**config.mk**
```make
export PLATFORM = sky130hd
export DESIGN_NAME = dcache_tag_array
export DESIGN_NICKNAME = d
export VERILOG_FILES = /design/src/design/dcache_tag_array.sv
export VERILOG_INCLUDE_DIRS = /design/src /design/src/design
export SDC_FILE = /design/constraint.sdc
export NUM_CORES = 1
export LEC_CHECK = 0
export BUFFER_PORTS_ARGS = -buffer_cell sky130_fd_sc_hd__buf_4
export CORE_ASPECT_RATIO = 1.1
export CORE_MARGIN = 2
export CORE_UTILIZATION = 30
export DETAILED_ROUTE_END_ITERATION = 8
export GPL_ROUTABILITY_DRIVEN = 1
export PLACE_DENSITY = 0.46
export RECOVER_POWER = 100
export SYNTH_ARGS = -nofsm -noshare
export SYNTH_HDL_FRONTEND = slang
export SYNTH_SLANG_ARGS = --single-unit
```
**constraint.sdc**
```tcl
create_clock -name clk -period 6.15 [get_ports clk]
set_clock_uncertainty 0.1 [all_clocks]
set_input_delay 1.23 -clock clk [delete_from_list [all_inputs] [get_ports clk]]
set_output_delay 1.23 -clock clk [all_outputs]
set_load 0.1 [all_outputs]
```
**src/design/dcache_params.svh**
```systemverilog
`ifndef DCACHE_PARAMS_SVH
`define DCACHE_PARAMS_SVH

// ======================================================================
// cache geometry
// ======================================================================
`define DC_ADDR_W  32
`define DC_WAYS    2
`define DC_SETS    16
`define DC_IDX_W   4
`define DC_WORDS   4
`define DC_OFS_W   4
`define DC_TAG_W   24
`define DC_LINE_W  128

// address field positions
`define DC_IDX_LSB `DC_OFS_W
`define DC_TAG_LSB (`DC_OFS_W + `DC_IDX_W)

// size and extension codes on the request port
`define DC_SZ_B    3'd0
`define DC_SZ_H    3'd1
`define DC_SZ_W    3'd2
`define DC_SZ_BU   3'd4
`define DC_SZ_HU   3'd5

`endif

```
**src/design/dcache_tag_array.sv**
```systemverilog
`timescale 1ns/1ps
`include "dcache_params.svh"

module dcache_tag_array (
  input  logic                 clk,
  input  logic                 rst_n,
  input  logic [`DC_IDX_W-1:0] idx_i,
  input  logic [`DC_TAG_W-1:0] tag_i,
  input  logic                 touch_i,
  input  logic                 hit_way_wr_dirty_i,
  input  logic                 fill_i,
  input  logic                 fill_dirty_i,
  output logic                 hit_o,
  output logic                 hit_way_o,
  output logic                 victim_way_o,
  output logic                 victim_dirty_o,
  output logic [`DC_TAG_W-1:0] victim_tag_o
);

  logic [`DC_TAG_W-1:0]                tag_q [`DC_WAYS][`DC_SETS];
  logic [`DC_WAYS-1:0][`DC_SETS-1:0]   valid_q;
  logic [`DC_WAYS-1:0][`DC_SETS-1:0]   dirty_q;
  logic [`DC_SETS-1:0]                 lru_q;
  logic [`DC_WAYS-1:0]                 match;
  logic                                used_way;

  // ======================================================================
  // lookup
  // ======================================================================
  always_comb begin
    for (int w = 0; w < `DC_WAYS; w++) begin
      match[w] = valid_q[w][idx_i] && (tag_q[w][idx_i] == tag_i);
    end
  end

  assign hit_o     = |match;
  assign hit_way_o = match[1];

  // lru bit points at the way to replace next
  assign victim_way_o   = lru_q[idx_i];
  assign victim_dirty_o = valid_q[victim_way_o][idx_i] && dirty_q[victim_way_o][idx_i];
  assign victim_tag_o   = tag_q[victim_way_o][idx_i];

  // a fill lands in the victim way, so it counts as the used way
  assign used_way = hit_o ? hit_way_o : victim_way_o;

  // ======================================================================
  // state update
  // ======================================================================
  always_ff @(posedge clk or negedge rst_n) begin
    if (!rst_n) begin
      valid_q <= '0;
      dirty_q <= '0;
      lru_q   <= '0;
    end else begin
      if (touch_i) begin
        lru_q[idx_i] <= ~used_way;
      end
      if (fill_i) begin
        valid_q[victim_way_o][idx_i] <= 1'b1;
        dirty_q[victim_way_o][idx_i] <= fill_dirty_i;
      end else if (hit_way_wr_dirty_i) begin
        dirty_q[hit_way_o][idx_i] <= 1'b1;
      end
    end
  end

  always_ff @(posedge clk) begin
    if (fill_i) begin
      tag_q[victim_way_o][idx_i] <= tag_i;
    end
  end

endmodule

```
Word level (Yosys, flattened, before mapping)
Memory sizes are Yosys's and may differ from the RTL's.
Cells that the tools add are included.
{"block": "word_totals", "ff_bits": 80, "mem_bits_rw": 768, "in_bits": 34, "output_inout_bits": 28, "wordCells": 67, "memories": 1}
{"block": "classes", "order_cmp": 8, "eq_ne": 2, "n_mux": 38, "n_bitwise": 4, "reduce_logical": 9}
{"name": "tag_q", "words": 2, "word_bits": 384, "read_ports": 3, "rd_ports_with_merged_regs": 0, "wr": 1, "line": "dcache_tag_array.sv:20", "text": "logic [`DC_TAG_W-1:0] tag_q [`DC_WAYS][`DC_SETS];"}
{"cell": "$mux 384", "n": 1}
{"cell": "$bmux 24 s4", "n": 3}
{"cell": "$mux 24", "n": 7}
{"cell": "$demux 24 s4", "n": 1}
{"cell": "$mux 16", "n": 6}
{"cell": "$mux 32", "n": 2}
{"cell": "$or 32x32->32", "n": 2}
{"cell": "$eq 24x24->1", "n": 2}
{"cell": "$bwmux 32", "n": 1}
{"cell": "$demux 16 s1", "n": 2}
{"cell": "$bmux 1 s4", "n": 5}
{"cell": "$bwmux 16", "n": 1}
{"cell": "$mux 1", "n": 8}
{"cell": "$logic_and 1x1->1", "n": 7}
{"cell": "$ge 5x5->1 const B", "n": 1}
{"cell": "$lt 4x5->1 const B", "n": 1}
{"cell": "$lt 5x1->1 const B", "n": 1}
{"cell": "$not 4->5", "n": 1}
{"cell": "$demux 1 s4", "n": 1}
{"cell": "$ge 4x1->1 const B", "n": 1}
{"cell": "$lt 1x2->1 const B", "n": 2}
{"cell": "$ge 1x1->1 const B", "n": 2}
{"cell": "$reduce_bool 2->1", "n": 1}
{"cell": "$reduce_or 2->1", "n": 1}
{"cell": "$not 1->1", "n": 1}

Logic depth before layout (Yosys ltp)
Gate-level depths: netlist of the first run.
{"block": "logic_depth", "ltp_word": 13, "depth_mapped": 15, "depth_no_buf": 9}

Worst setup path after synthesis of the first run
No wires, ideal clock.
{"block": "synth_timing", "path_kind": "in2out", "start": "in idx_i[1]", "end": "out victim_dirty_o", "t_arrival_ps": 6085, "required_ps": 4820, "setup_slack_ps": -1265, "cell_stages": 14, "n_path_buf": 6, "path_cell_list": "buf_4 -> buf_4 -> buf_2 -> buf_2 -> buf_2 -> mux4_2 -> nand2_1 -> nand2_1 -> a21oi_1 -> buf_4 -> mux2i_1 -> a221oi_1 -> o311ai_0 -> a221oi_1"}
{"block": "synth_between", "elab_chain_cells": 7, "elab_cells_between_ends": 11, "cone_classes": "10 x mux; 1 x reduce/logical"}
{"element": "from (decl)", "line": "dcache_tag_array.sv:7", "text": "input logic [`DC_IDX_W-1:0] idx_i,"}
{"element": "$bmux 1 s4", "line": "dcache_tag_array.sv:40", "text": "assign victim_way_o = lru_q[idx_i];"}
{"element": "$mux 1 (not written as such)", "line": "dcache_tag_array.sv:40"}
{"element": "$mux 16 (not written as such) (2 in series)", "line": "dcache_tag_array.sv:41", "text": "assign victim_dirty_o = valid_q[victim_way_o][idx_i] && dirty_q[victim_way_o][idx_i];"}
{"element": "$bmux 1 s4", "line": "dcache_tag_array.sv:41"}
{"element": "$mux 1 (not written as such)", "line": "dcache_tag_array.sv:41"}
{"element": "$logic_and 1x1->1 *", "line": "dcache_tag_array.sv:41"}
{"element": "to (decl)", "line": "dcache_tag_array.sv:16", "text": "output logic victim_dirty_o,"}
Every way passes the cells marked *; elsewhere a longest branch is shown, timed or not. The select of a mux whose other input is x is not followed.

Worst setup path after layout of the first run
{"block": "layout_timing", "start": "in idx_i[0]", "end": "out hit_way_o"}
{"block": "layout_between", "elab_chain_cells": 6, "elab_cells_between_ends": 8, "cone_classes": "1 x eq/ne; 5 x mux; 1 x bitwise; 1 x reduce/logical"}
{"element": "$not 4->5 (not written as such)", "line": "dcache_tag_array.sv:32", "text": "match[w] = valid_q[w][idx_i] && (tag_q[w][idx_i] == tag_i);"}
{"element": "$bmux 24 s4", "line": "dcache_tag_array.sv:32"}
{"element": "$mux 24 (not written as such) (2 in series)", "line": "dcache_tag_array.sv:32"}
{"element": "$eq 24x24->1", "line": "dcache_tag_array.sv:32"}
{"element": "$logic_and 1x1->1 *", "line": "dcache_tag_array.sv:32"}
{"element": "to (decl)", "line": "dcache_tag_array.sv:14", "text": "output logic hit_way_o,"}
Marks and branches as above.

==> summary.md, run 1 <==
| Metric | Value |
|---|---|
| Final cell count without fillers | `3,728` |
| Critical path fanouts, max | `22` |
| Setup ws final | `approximately 0.13 ns` |
| CTS tree | `yes` |
| Drt drc | `0` |
| Yosys top cell area share | `0.649` |
| R2R depth | `9` |
| CTS clk-pin slew, worst paths | `0.05 ns` |
| Remaining antenna violation count after routing | `0` |
| Synth top area cells | `edfxtp_1, mux4_2, dfrtp_1, mux2i_1, mux4_1` |
| Fmax | `around 170 MHz` |
| Syn Area/Cell | `18.6 um^2` |
| Clock buffer count from CTS | `89` |
| Register bit count reported by yosys | `about 850` |
| # nets final | `approximately 2,100` |
| Area growth from synthesis to layout | `16.7%` |
| Core ar. | `118,000 um^2` |
| Final Critical Period | `6.02 ns` |
| FFs w/ async S/R, synth | `0.0943` |
| Synth cell types | `76` |
| Slew @ Worst Pin | `4.60 ns` |
| Most instantiated cells after synthesis | `edfxtp_1, mux2i_1, mux4_2, nand2_1, dfrtp_1` |
| HP Start | `valid_q[6]` |
| WL final | `116,000 um` |
| Clk root buf | `clkbuf_16` |
| WHS | `0.359 ns` |
| Status | `complete, but fails checks` |
| R2r startpoint | `lru_q[15]` |
| Worst skew pair latency | `0.66 ns` |
| CP delay by family, top | `buffers and inverters` |
| GRT Overall Usage | `0.189` |
| Vias per inst | `5.26` |
| Iteration-0 DRC count of the detailed router | `1,869` |
| Slew Limit Fails | `416` |
| Critical R2R Capture | `tag_q[0][280]` |
| Cell Area, Synth | `35,500 um^2` |
| Worst VDD drop | `225 uV` |
| R2R Setup Slk | `1.32 ns` |
| CP startpoint kind | `primary input` |
| Critical-path cell list | `buf_16, buf_12, mux4_2, mux2i_1, mux2i_1, xnor2_1, buf_4, nand3_1, or3_4, nor4_4, buf_4, buf_4, buf_4` |
| Post-DR wirelength/cell | `31.1 um` |
| CP endpoint kind | `output port` |
| CTS max path bufs | `3` |
| Crit path launch | `idx_i[0]` |
| Synth Warn # | `0` |
| Placed cell area | `~39,000 um^2` |
| Failing checks | `max-capacitance violations, max-slew violations` |
| Slew headroom | `-2.07` |
| Yosys top cell by area | `edfxtp_1` |
| Die area | `121,000 um^2` |
| Worst slack, placed | `-0.389 ns` |
| DIE WIDTH | `332 um` |
| Final setup fails | `0` |
| Static leakage | `about 14 nW` |
| Worst hold endpoint | `valid_q[6]` |
| CP Class | `in2out` |
| Pre-Repair DR Iteration Count | `5` |
| Crit path largest cell delay | `0.56 ns` |
| Hold crit path type | `reg2reg` |
| Fillers | `11,100` |
| Vias in the first global route | `~20,000` |
| Layout cells sized above 1 | `0.269` |
| PD cells | `330 nW/um^2` |
| RSZ-0062 raised after global routing | `no` |
| Total congestion overflow | `0` |
| Dpl cells | `about 3,600` |
| Global-route wire length before repair | `160,000 um` |
| Initial antenna violation count | `7` |
| Num ports | `62` |
| Post-synth EDFFs | `around 770` |
| Most frequent cell after synthesis | `edfxtp_1` |
| Final Hold Viols | `0` |
| Syn Nets | `1,940` |
| CP required | `4.82 ns` |
| Sequential cell area fraction in the yosys report | `0.706` |
| Routability cong. | `0.797` |
| Final period util | `0.979` |
| Max_cap viols | `15` |
| Critical Path AT | `4.69 ns` |
| Most used cell, CP | `buf_4` |
| # H-tree levels | `3` |
| Most used DFF post-synth | `edfxtp_1` |
| Num Clock Sinks | `848` |
| CP Buf/Inv Count | `6` |
| Die height | `365 um` |
| Port Buf Inserts | `61` |
| FP Rows | `132` |
| DPL Wire Length | `70,800 um` |
| Pin count of the biggest net entering global routing | `81` |
| Initial core utilization | `0.302` |
| Final instance area | `about 41,000 um^2` |
| Cell count after synthesis | `1,906` |
| Highest-delay cell along the critical path | `mux4_2` |
| Setup total negative slack | `0 ns` |
| Via count | `approximately 20,000` |
| Hold depth | `1` |
-- kinds of logic after synthesis --
family,after synthesis,share of synthesized area
DFF,848,0.706
buffers and inverters,142,0.0230
AOI/OAI and AO/OA,195,0.0395
and+or+nand+nor,268,0.0363
xor gates and xnor gates,50,0.0123
muxes,403,0.183
-- worst max path at each step --
stage,to,slack (ns),cells after the start
6_report,hit_way_o,0.13,13
5_1_grt,hit_way_o,0.02,13
4_1_cts,hit_o,0.006,13
3_5_place_dp,hit_o,-0.39,11
3_3_place_gp,hit_o,-0.43,11
2_1_floorplan,victim_tag_o[5],-0.64,12
-- per-layer routing --
layer,part of all wire,GRT usage
met1,0.42,0.249
met2,0.50,0.323
met3,0.058,0.0324
met4,0.022,0.0494
met5,0.00029,0
-- power by group --
| part | internal [mW] | switching [mW] |
|---|---|---|
| registers | 6.51 | 0.0954 |
| logic | 0.589 | 1.16 |
| clock network | 3.05 | 2.29 |
| total | 10.2 | 3.54 |
-- through the flow --
stage / total power [mW] / util
floorplan: 7.82 / -
global placement: 8.49 / 0.332
detailed placement: 8.52 / 0.332
CTS: 13.9 / 0.357
global route: 14.1 / 0.352
finish: 13.7 / 0.352
-- repair_timing --
action / CTS / global route
gates resized for setup: 6 / 3
endpoints found under the hold margin: 0 / 0
endpoints found under the setup margin: 2 / 2
hold buffers: 0 / 0
pin swaps: 1 / 1
gates cloned: 0 / 1
setup buffers: 0 / 0
-- state kept, by name (all words and copies together) (netlist names) --
| name | cells |
|---|---|
| lru_q | 16 |
| valid_q | 32 |
| dirty_q | 32 |
| tag_q | 768 |
-- final cells by class --
type	instances	area, um^2	area share
Antenna cell	3	7.51	0.000181
Multi-Input combinational cell	916	9740	0.235
Sequential cell	848	25100	0.605
Clock inverter	54	495	0.0120
Inverter	36	138	0.00332
Clock buffer	107	2370	0.0571
Timing Repair Buffer	223	1710	0.0412
Tap cell	1541	1930	0.0465
-- layout by cell type, fill, tap and decap left out, types with 16 or more instances in the layout --
cell / instances
a22o_1: 18
a22oi_1: 19
buf_12: 17
buf_4: 118
clkbuf_1: 49
clkbuf_16: 93
clkbuf_2: 39
clkinv_1: 23
dfrtp_1: 80
edfxtp_1: 768
inv_1: 29
mux2_2: 63
mux2i_1: 158
mux4_1: 31
mux4_2: 148
nand2_1: 112
nand2b_1: 16
nor2_1: 48
o21ai_0: 34
o22ai_1: 20
o31ai_1: 17
or2_2: 21
xnor2_1: 35
-- worst reg2reg max path, delay by kind of cell (launching register included) --
family / cells / cell delay [ns]
flip-flops: 1 / 0.39
buffers and inverters: 3 / 1.48
AND/OR/NAND/NOR: 4 / 1.64
multiplexers: 1 / 0.46
AO/OA/AOI/OAI: 1 / 0.39
No activity file was read; power rests on OpenSTA's default activity.
==> inputs of run 2 (changes only) <==
--- a/config.mk
+++ b/config.mk
@@ -7,12 +7,14 @@
 export NUM_CORES = 1
 export LEC_CHECK = 0
 export BUFFER_PORTS_ARGS = -buffer_cell sky130_fd_sc_hd__buf_4
+export CELL_PAD_IN_SITES_DETAIL_PLACEMENT = 0
+export CELL_PAD_IN_SITES_GLOBAL_PLACEMENT = 1
 export CORE_ASPECT_RATIO = 1.1
 export CORE_MARGIN = 2
 export CORE_UTILIZATION = 30
 export DETAILED_ROUTE_END_ITERATION = 8
 export GPL_ROUTABILITY_DRIVEN = 1
-export PLACE_DENSITY = 0.46
+export PLACE_DENSITY_LB_ADDON = 0.08
 export RECOVER_POWER = 100
 export SYNTH_ARGS = -nofsm -noshare
 export SYNTH_HDL_FRONTEND = slang
==> summary.md, run 2 (same netlist as run 1, synthesis figures left out) <==
| Metric | Value |
|---|---|
| Status | `complete, but fails checks` |
| Failing checks | `max-capacitance violations, max-slew violations` |
| Pre-Repair DR Iteration Count | `5 (unchanged)` |
| Max FFs per register | `768 (unchanged)` |
| Final Critical Period | `6.01 ns (-0.00854 ns)` |
| DPL Wire Length | `77,400 um (+9.3%)` |
| Initial core utilization | `0.302 (unchanged)` |
| CP endpoint kind | `output port` |
| CP Buf/Inv Count | `5 (-1)` |
| Dpl cells | `3,580 (+0.48%)` |
| FP Rows | `132 (unchanged)` |
| CTS clk-pin slew, worst paths | `0.06 ns (about the same)` |
| Critical-path cell list | `buf_16, buf_4, mux4_1, mux2i_2, buf_4, xnor2_1, or4_1, o311ai_0, nand2_1, nor4_4, buf_4, or2b_1, buf_8` |
| CP Class | `in2out` |
| WHS | `0.361 ns (+0.00193 ns)` |
| Static leakage | `14.2 nW (+1.2%)` |
| Initial antenna violation count | `11 (+4)` |
| Slew Limit Fails | `540 (+30%)` |
| Leading registers by flop count | `tag_q x768, dirty_q x32, valid_q x32` |
| Global-route wire length before repair | `173,000 um (+8.0%)` |
| Worst VDD drop | `257 uV (+14%)` |
| Vias per inst | `5.22 (-0.77%)` |
| GRT Overall Usage | `0.209 (+0.0199)` |
| Clk root buf | `clkbuf_16` |
| Final Hold Viols | `0 (unchanged)` |
| Worst slack, placed | `-0.181 ns (+0.208 ns)` |
| Final setup fails | `0 (unchanged)` |
| Clock buffer count from CTS | `97 (+9.0%)` |
| Worst skew pair latency | `0.69 ns (+0.03 ns)` |
| Slew headroom | `-1.28 (+0.785)` |
| Total congestion overflow | `0 (unchanged)` |
| Commonest non-fill, non-tap cells in the layout | `edfxtp_1, mux2i_1, mux4_2` |
| PD cells | `337 nW/um^2 (+2.1%)` |
| Post-layout util | `0.355 (+0.00239)` |
| Reg with most FFs | `tag_q` |
| Fillers | `11,200 (+0.74%)` |
| Hold-fix buffers, CTS | `0 (unchanged)` |
| CTS max path bufs | `3 (unchanged)` |
| Slew @ Worst Pin | `3.42 ns (-1.18 ns)` |
| Area growth from synthesis to layout | `17.5%` |
| # H-tree levels | `3 (unchanged)` |
| Num Clock Sinks | `848 (unchanged)` |
| Via count | `19,600 (+0.082%)` |
| Num ports | `62 (unchanged)` |
| WL final | `126,000 um (+9.2%)` |
| Layout cells sized above 1 | `0.273 (+0.00333)` |
| Port Buf Inserts | `61 (unchanged)` |
| Drt drc | `0 (unchanged)` |
| RSZ-0062 raised after global routing | `no` |
| Placed cell area | `39,300 um^2 (+0.69%)` |
| DIE WIDTH | `332 um (unchanged)` |
| CP startpoint kind | `primary input` |
| Fmax | `166 MHz (+0.14%)` |
| Crit path largest cell delay | `0.57 ns (about the same)` |
| Highest-delay cell along the critical path | `mux4_1` |
| Remaining antenna violation count after routing | `0 (unchanged)` |
| Setup Fix Bufs, Post-CTS | `0 (unchanged)` |
| Vias in the first global route | `20,400 (+0.89%)` |
| CP delay by family, top | `simple AND/OR/NAND/NOR gates` |
| Final cell count without fillers | `3,760 (+0.86%)` |
| Final instance area | `41,700 um^2 (+0.68%)` |
| Post-DR wirelength/cell | `33.6 um (+8.3%)` |
| Most used cell, CP | `buf_4` |
| Hold crit path type | `reg2reg` |
| CTS tree | `yes` |
| Max_cap viols | `19 (+4)` |
| Die height | `365 um (unchanged)` |
| Iteration-0 DRC count of the detailed router | `1,839 (-1.6%)` |
| Setup ws final | `0.136 ns (+0.00854 ns)` |
| Final period util | `0.978 (-0.00139)` |
| Critical Path AT | `4.68 ns (about the same)` |
| Setup total negative slack | `0 ns (unchanged)` |
| Critical path fanouts, max | `26 (+18%)` |
| Final Power | `14.1 mW (+2.8%)` |
| Pin count of the biggest net entering global routing | `60 (-26%)` |
| Routability cong. | `0.778 (-2.4%)` |
| Core ar. | `118,000 um^2 (unchanged)` |
| Die area | `121,000 um^2 (unchanged)` |
| CP required | `4.82 ns (about the same)` |
| # nets final | `2,172 (+1.1%)` |
| Commonest non-fill, non-tap cell in the layout | `edfxtp_1` |
-- run 2: layout make-up --
cell class,count,area (um^2),share of cell area
clock buffer,125,2610,0.0624
timing repair buffer,239,1800,0.0431
sequential,848,25100,0.601
clock inverter,52,494,0.0118
inverter,36,138,0.00330
antenna,3,7.51,0.000180
multi-input combinational,916,9700,0.232
tap,1541,1930,0.0462
-- run 2: worst paths after layout --
path,from,to,slack (ns),cells past startpoint
min in group asynchronous,rst_n,lru_q[4],0.72,1
worst max-delay path,idx_i[0],hit_o,0.14,13
worst min register to register,valid_q[4],valid_q[4],0.36,1
worst min-delay path,valid_q[4],valid_q[4],0.36,1
worst max register to register,lru_q[15],tag_q[0][139],1.09,9
max in group asynchronous,rst_n,valid_q[0],1.39,2
-- run 2: where the power goes --
group / internal (mW) / switching, mW / leakage, nW / total [mW]
clock: 3.32 / 2.37 / 1.51 / 5.68
combinational: 0.603 / 1.18 / 4.79 / 1.79
sequential: 6.51 / 0.0954 / 7.88 / 6.61
-- run 2: per-layer routing --
metal  part of all wire  track usage  vias to the layer above
li1                   -            -                     8182
met2               0.48        0.341                      557
met4              0.024       0.0598                        4
met5            0.00021            0                        -
met1               0.45        0.284                    10700
met3              0.054       0.0401                      139
-- run 2: repair_timing --
item                                    in CTS  in global routing
cloned                                       1                  0
pin swaps                                    2                  0
gates resized for setup                      7                  1
endpoints found under the setup margin       2                  1
==> inputs of run 3 (changes only) <==
--- a/config.mk
+++ b/config.mk
@@ -10,10 +10,10 @@
 export CELL_PAD_IN_SITES_DETAIL_PLACEMENT = 0
 export CELL_PAD_IN_SITES_GLOBAL_PLACEMENT = 1
 export CORE_ASPECT_RATIO = 1.1
-export CORE_MARGIN = 2
 export CORE_UTILIZATION = 30
 export DETAILED_ROUTE_END_ITERATION = 8
 export GPL_ROUTABILITY_DRIVEN = 1
+export GPL_TIMING_DRIVEN = 0
 export PLACE_DENSITY_LB_ADDON = 0.08
 export RECOVER_POWER = 100
 export SYNTH_ARGS = -nofsm -noshare
==> summary.md, run 3 (same netlist as run 1, synthesis figures left out) <==
| Metric | Value |
|---|---|
| Status | `complete, but fails checks` |
| Failing checks | `max-capacitance violations, max-slew violations` |
| Initial core utilization | `0.302 (unchanged)` |
| WHS | `0.359 ns (-0.00182 ns)` |
| WL final | `132,000 um (+4.3%)` |
| Total congestion overflow | `0 (unchanged)` |
| DIE WIDTH | `330 um (-0.60%)` |
| CTS max path bufs | `3 (unchanged)` |
| Crit path depth | `15 (+2)` |
| Die area | `120,000 um^2 (-1.1%)` |
| CP Buf/Inv Count | `9 (+4)` |
| Reg with most FFs | `tag_q` |
| Setup ws final | `0.0285 ns (-0.108 ns)` |
| Placed cell area | `38,700 um^2 (-1.6%)` |
| Crit path launch | `idx_i[1]` |
| Slew headroom | `-0.545 (+0.737)` |
| Critical-path cell list | `buf_4, buf_8, buf_12, buf_6, buf_8, mux4_2, nand2_1, nand2_4, a21oi_4, buf_6, buf_6, buf_6, mux2i_1, a21oi_2, buf_4` |
| PD cells | `338 nW/um^2 (+0.13%)` |
| Final instance area | `41,900 um^2 (+0.38%)` |
| Hold crit path type | `reg2reg` |
| Worst VDD drop | `239 uV (-6.8%)` |
| Worst slack, placed | `-2.64 ns (-2.46 ns)` |
| Hold-fix buffers, CTS | `0 (unchanged)` |
| Clk root buf | `clkbuf_16` |
| Highest-delay cell along the critical path | `a21oi_2` |
| Slew Limit Fails | `828 (+53%)` |
| Final Hold Viols | `0 (unchanged)` |
| Final setup fails | `0 (unchanged)` |
| CP startpoint kind | `primary input` |
| CP endpoint kind | `output port` |
| Final Critical Period | `6.12 ns (+0.108 ns)` |
| Max FFs per register | `768 (unchanged)` |
| R2R depth | `8 (-1)` |
| Critical R2R Capture | `tag_q[0][325]` |
| Most used cell, CP | `buf_6` |
| FP Rows | `132 (unchanged)` |
| Multi-input gate area | `9920 um^2 (+2.3%)` |
| Commonest non-fill, non-tap cells in the layout | `edfxtp_1, mux4_2, mux2i_1` |
| Leading registers by flop count | `tag_q x768, dirty_q x32, valid_q x32` |
| Vias in the first global route | `20,000 (-1.7%)` |
| Pre-Repair DR Iteration Count | `5 (unchanged)` |
| CP Class | `in2out` |
| Final period util | `0.995 (+0.0175)` |
| CTS clk-pin slew, worst paths | `0.06 ns (about the same)` |
| CP required | `4.82 ns (about the same)` |
| DPL Wire Length | `89,800 um (+16%)` |
| CTS tree | `yes` |
| Critical path fanouts, max | `10 (-62%)` |
| Static leakage | `14.1 nW (-0.74%)` |
| Num ports | `62 (unchanged)` |
| Fillers | `11,100 (-0.65%)` |
| Die height | `363 um (-0.55%)` |
| Remaining antenna violation count after routing | `0 (unchanged)` |
| Worst skew pair latency | `0.72 ns (+0.03 ns)` |
| Critical Path AT | `4.79 ns (+0.11 ns)` |
| Core ar. | `118,000 um^2 (unchanged)` |
| Area growth from synthesis to layout | `18.0%` |
| Num Clock Sinks | `848 (unchanged)` |
| Max_cap viols | `35 (+16)` |
| Fmax | `163 MHz (-1.8%)` |
| Vias per inst | `5.26 (+0.77%)` |
| Initial antenna violation count | `4 (-7)` |
| Setup total negative slack | `0 ns (unchanged)` |
| Via count | `19,500 (-0.33%)` |
| # H-tree levels | `3 (unchanged)` |
| End point of the critical path | `victim_tag_o[18]` |
| Crit path largest cell delay | `0.37 ns (-0.20 ns)` |
| Pin count of the biggest net entering global routing | `81 (+35%)` |
| CP delay by family, top | `buffers and inverters` |
| Slew @ Worst Pin | `2.31 ns (-1.11 ns)` |
| Port Buf Inserts | `56 (-8.2%)` |
| Iteration-0 DRC count of the detailed router | `1,946 (+5.8%)` |
| Diodes inserted | `0 (-3)` |
| Drt drc | `0 (unchanged)` |
| Post-DR wirelength/cell | `35.5 um (+5.4%)` |
| Register cell area after layout | `25,100 um^2 (unchanged)` |
| # nets final | `2,131 (-1.9%)` |
| R2r startpoint | `lru_q[15]` |
| Commonest non-fill, non-tap cell in the layout | `edfxtp_1` |
| Clock buffer count from CTS | `96 (-1.0%)` |
| Layout cells sized above 1 | `0.274 (+0.00108)` |
| R2R Setup Slk | `1.36 ns (+0.27 ns)` |
| Routability cong. | `0.837 (+7.6%)` |
| GRT Overall Usage | `0.222 (+0.0134)` |
| Global-route wire length before repair | `177,000 um (+2.6%)` |
==> run 3: changes by cell type in the layout (fill, tap and decap cells not counted), moves of 5 or more <==
cell      delta
buf_1        +5
buf_12       +6
clkbuf_4    +10
mux2i_4     +10
a221oi_2     +7
clkbuf_2    -10
inv_1        +7
clkinv_1    -12
a221oi_1     -8
buf_6       +30
buf_4       -83
mux2i_2     +10
buf_8        +9
mux2i_1     -20
==> run 3: report_power, final <==
group / internal (mW) / switching [mW] / total [mW]
sequential: 6.51 / 0.0963 / 6.61
combinational: 0.618 / 1.27 / 1.89
clock: 3.27 / 2.38 / 5.65
==> run 3: timing repair <==
item / in CTS / in global routing
setup endpoints to repair: 414 / 7
pin swaps: 5 / 1
buffers inserted: 6 / 1
hold endpoints to repair: 0 / 0
resized for setup: 159 / 20
==> run 3: cell type report <==
class,count,area share
sequential,848,0.598
multi-input combinational,916,0.237
clock buffer,130,0.0613
tap,1541,0.0460
buffer,104,0.0239
timing repair buffer,95,0.0184
clock inverter,49,0.0120
inverter,36,0.00326
==> run 3: worst min-delay path by stage <==
stage                           start           to  slack [ns]  depth (start not counted)
after floorplan           valid_q[18]  valid_q[18]        0.33                          1
after global placement     valid_q[2]   valid_q[2]        0.35                          1
after detailed placement  valid_q[16]  valid_q[16]        0.35                          1
after CTS                  valid_q[5]   valid_q[5]        0.36                          1
after global routing       valid_q[7]   valid_q[7]        0.38                          1
final                     valid_q[27]  valid_q[27]        0.36                          1
==> run 3: stage by stage <==
| step | cells | util | total power, mW |
|---|---|---|---|
| detailed placement | 3535 | 0.329 | 8.58 |
| CTS | 3718 | 0.361 | 14.3 |
| floorplan | 1906 | - | 7.82 |
| global route | 3719 | 0.356 | 14.6 |
| global placement | 3503 | 0.322 | 8.54 |
| finish | 3719 | 0.356 | 14.2 |
==> run 3: per-layer routing <==
layer	GRT usage	vias to the layer above	wire length, um
li1	-	8114	-
met1	0.295	10700	56900
met3	0.0435	149	7060
met5	0	-	0
met4	0.0604	0	3270
met2	0.369	584	64600
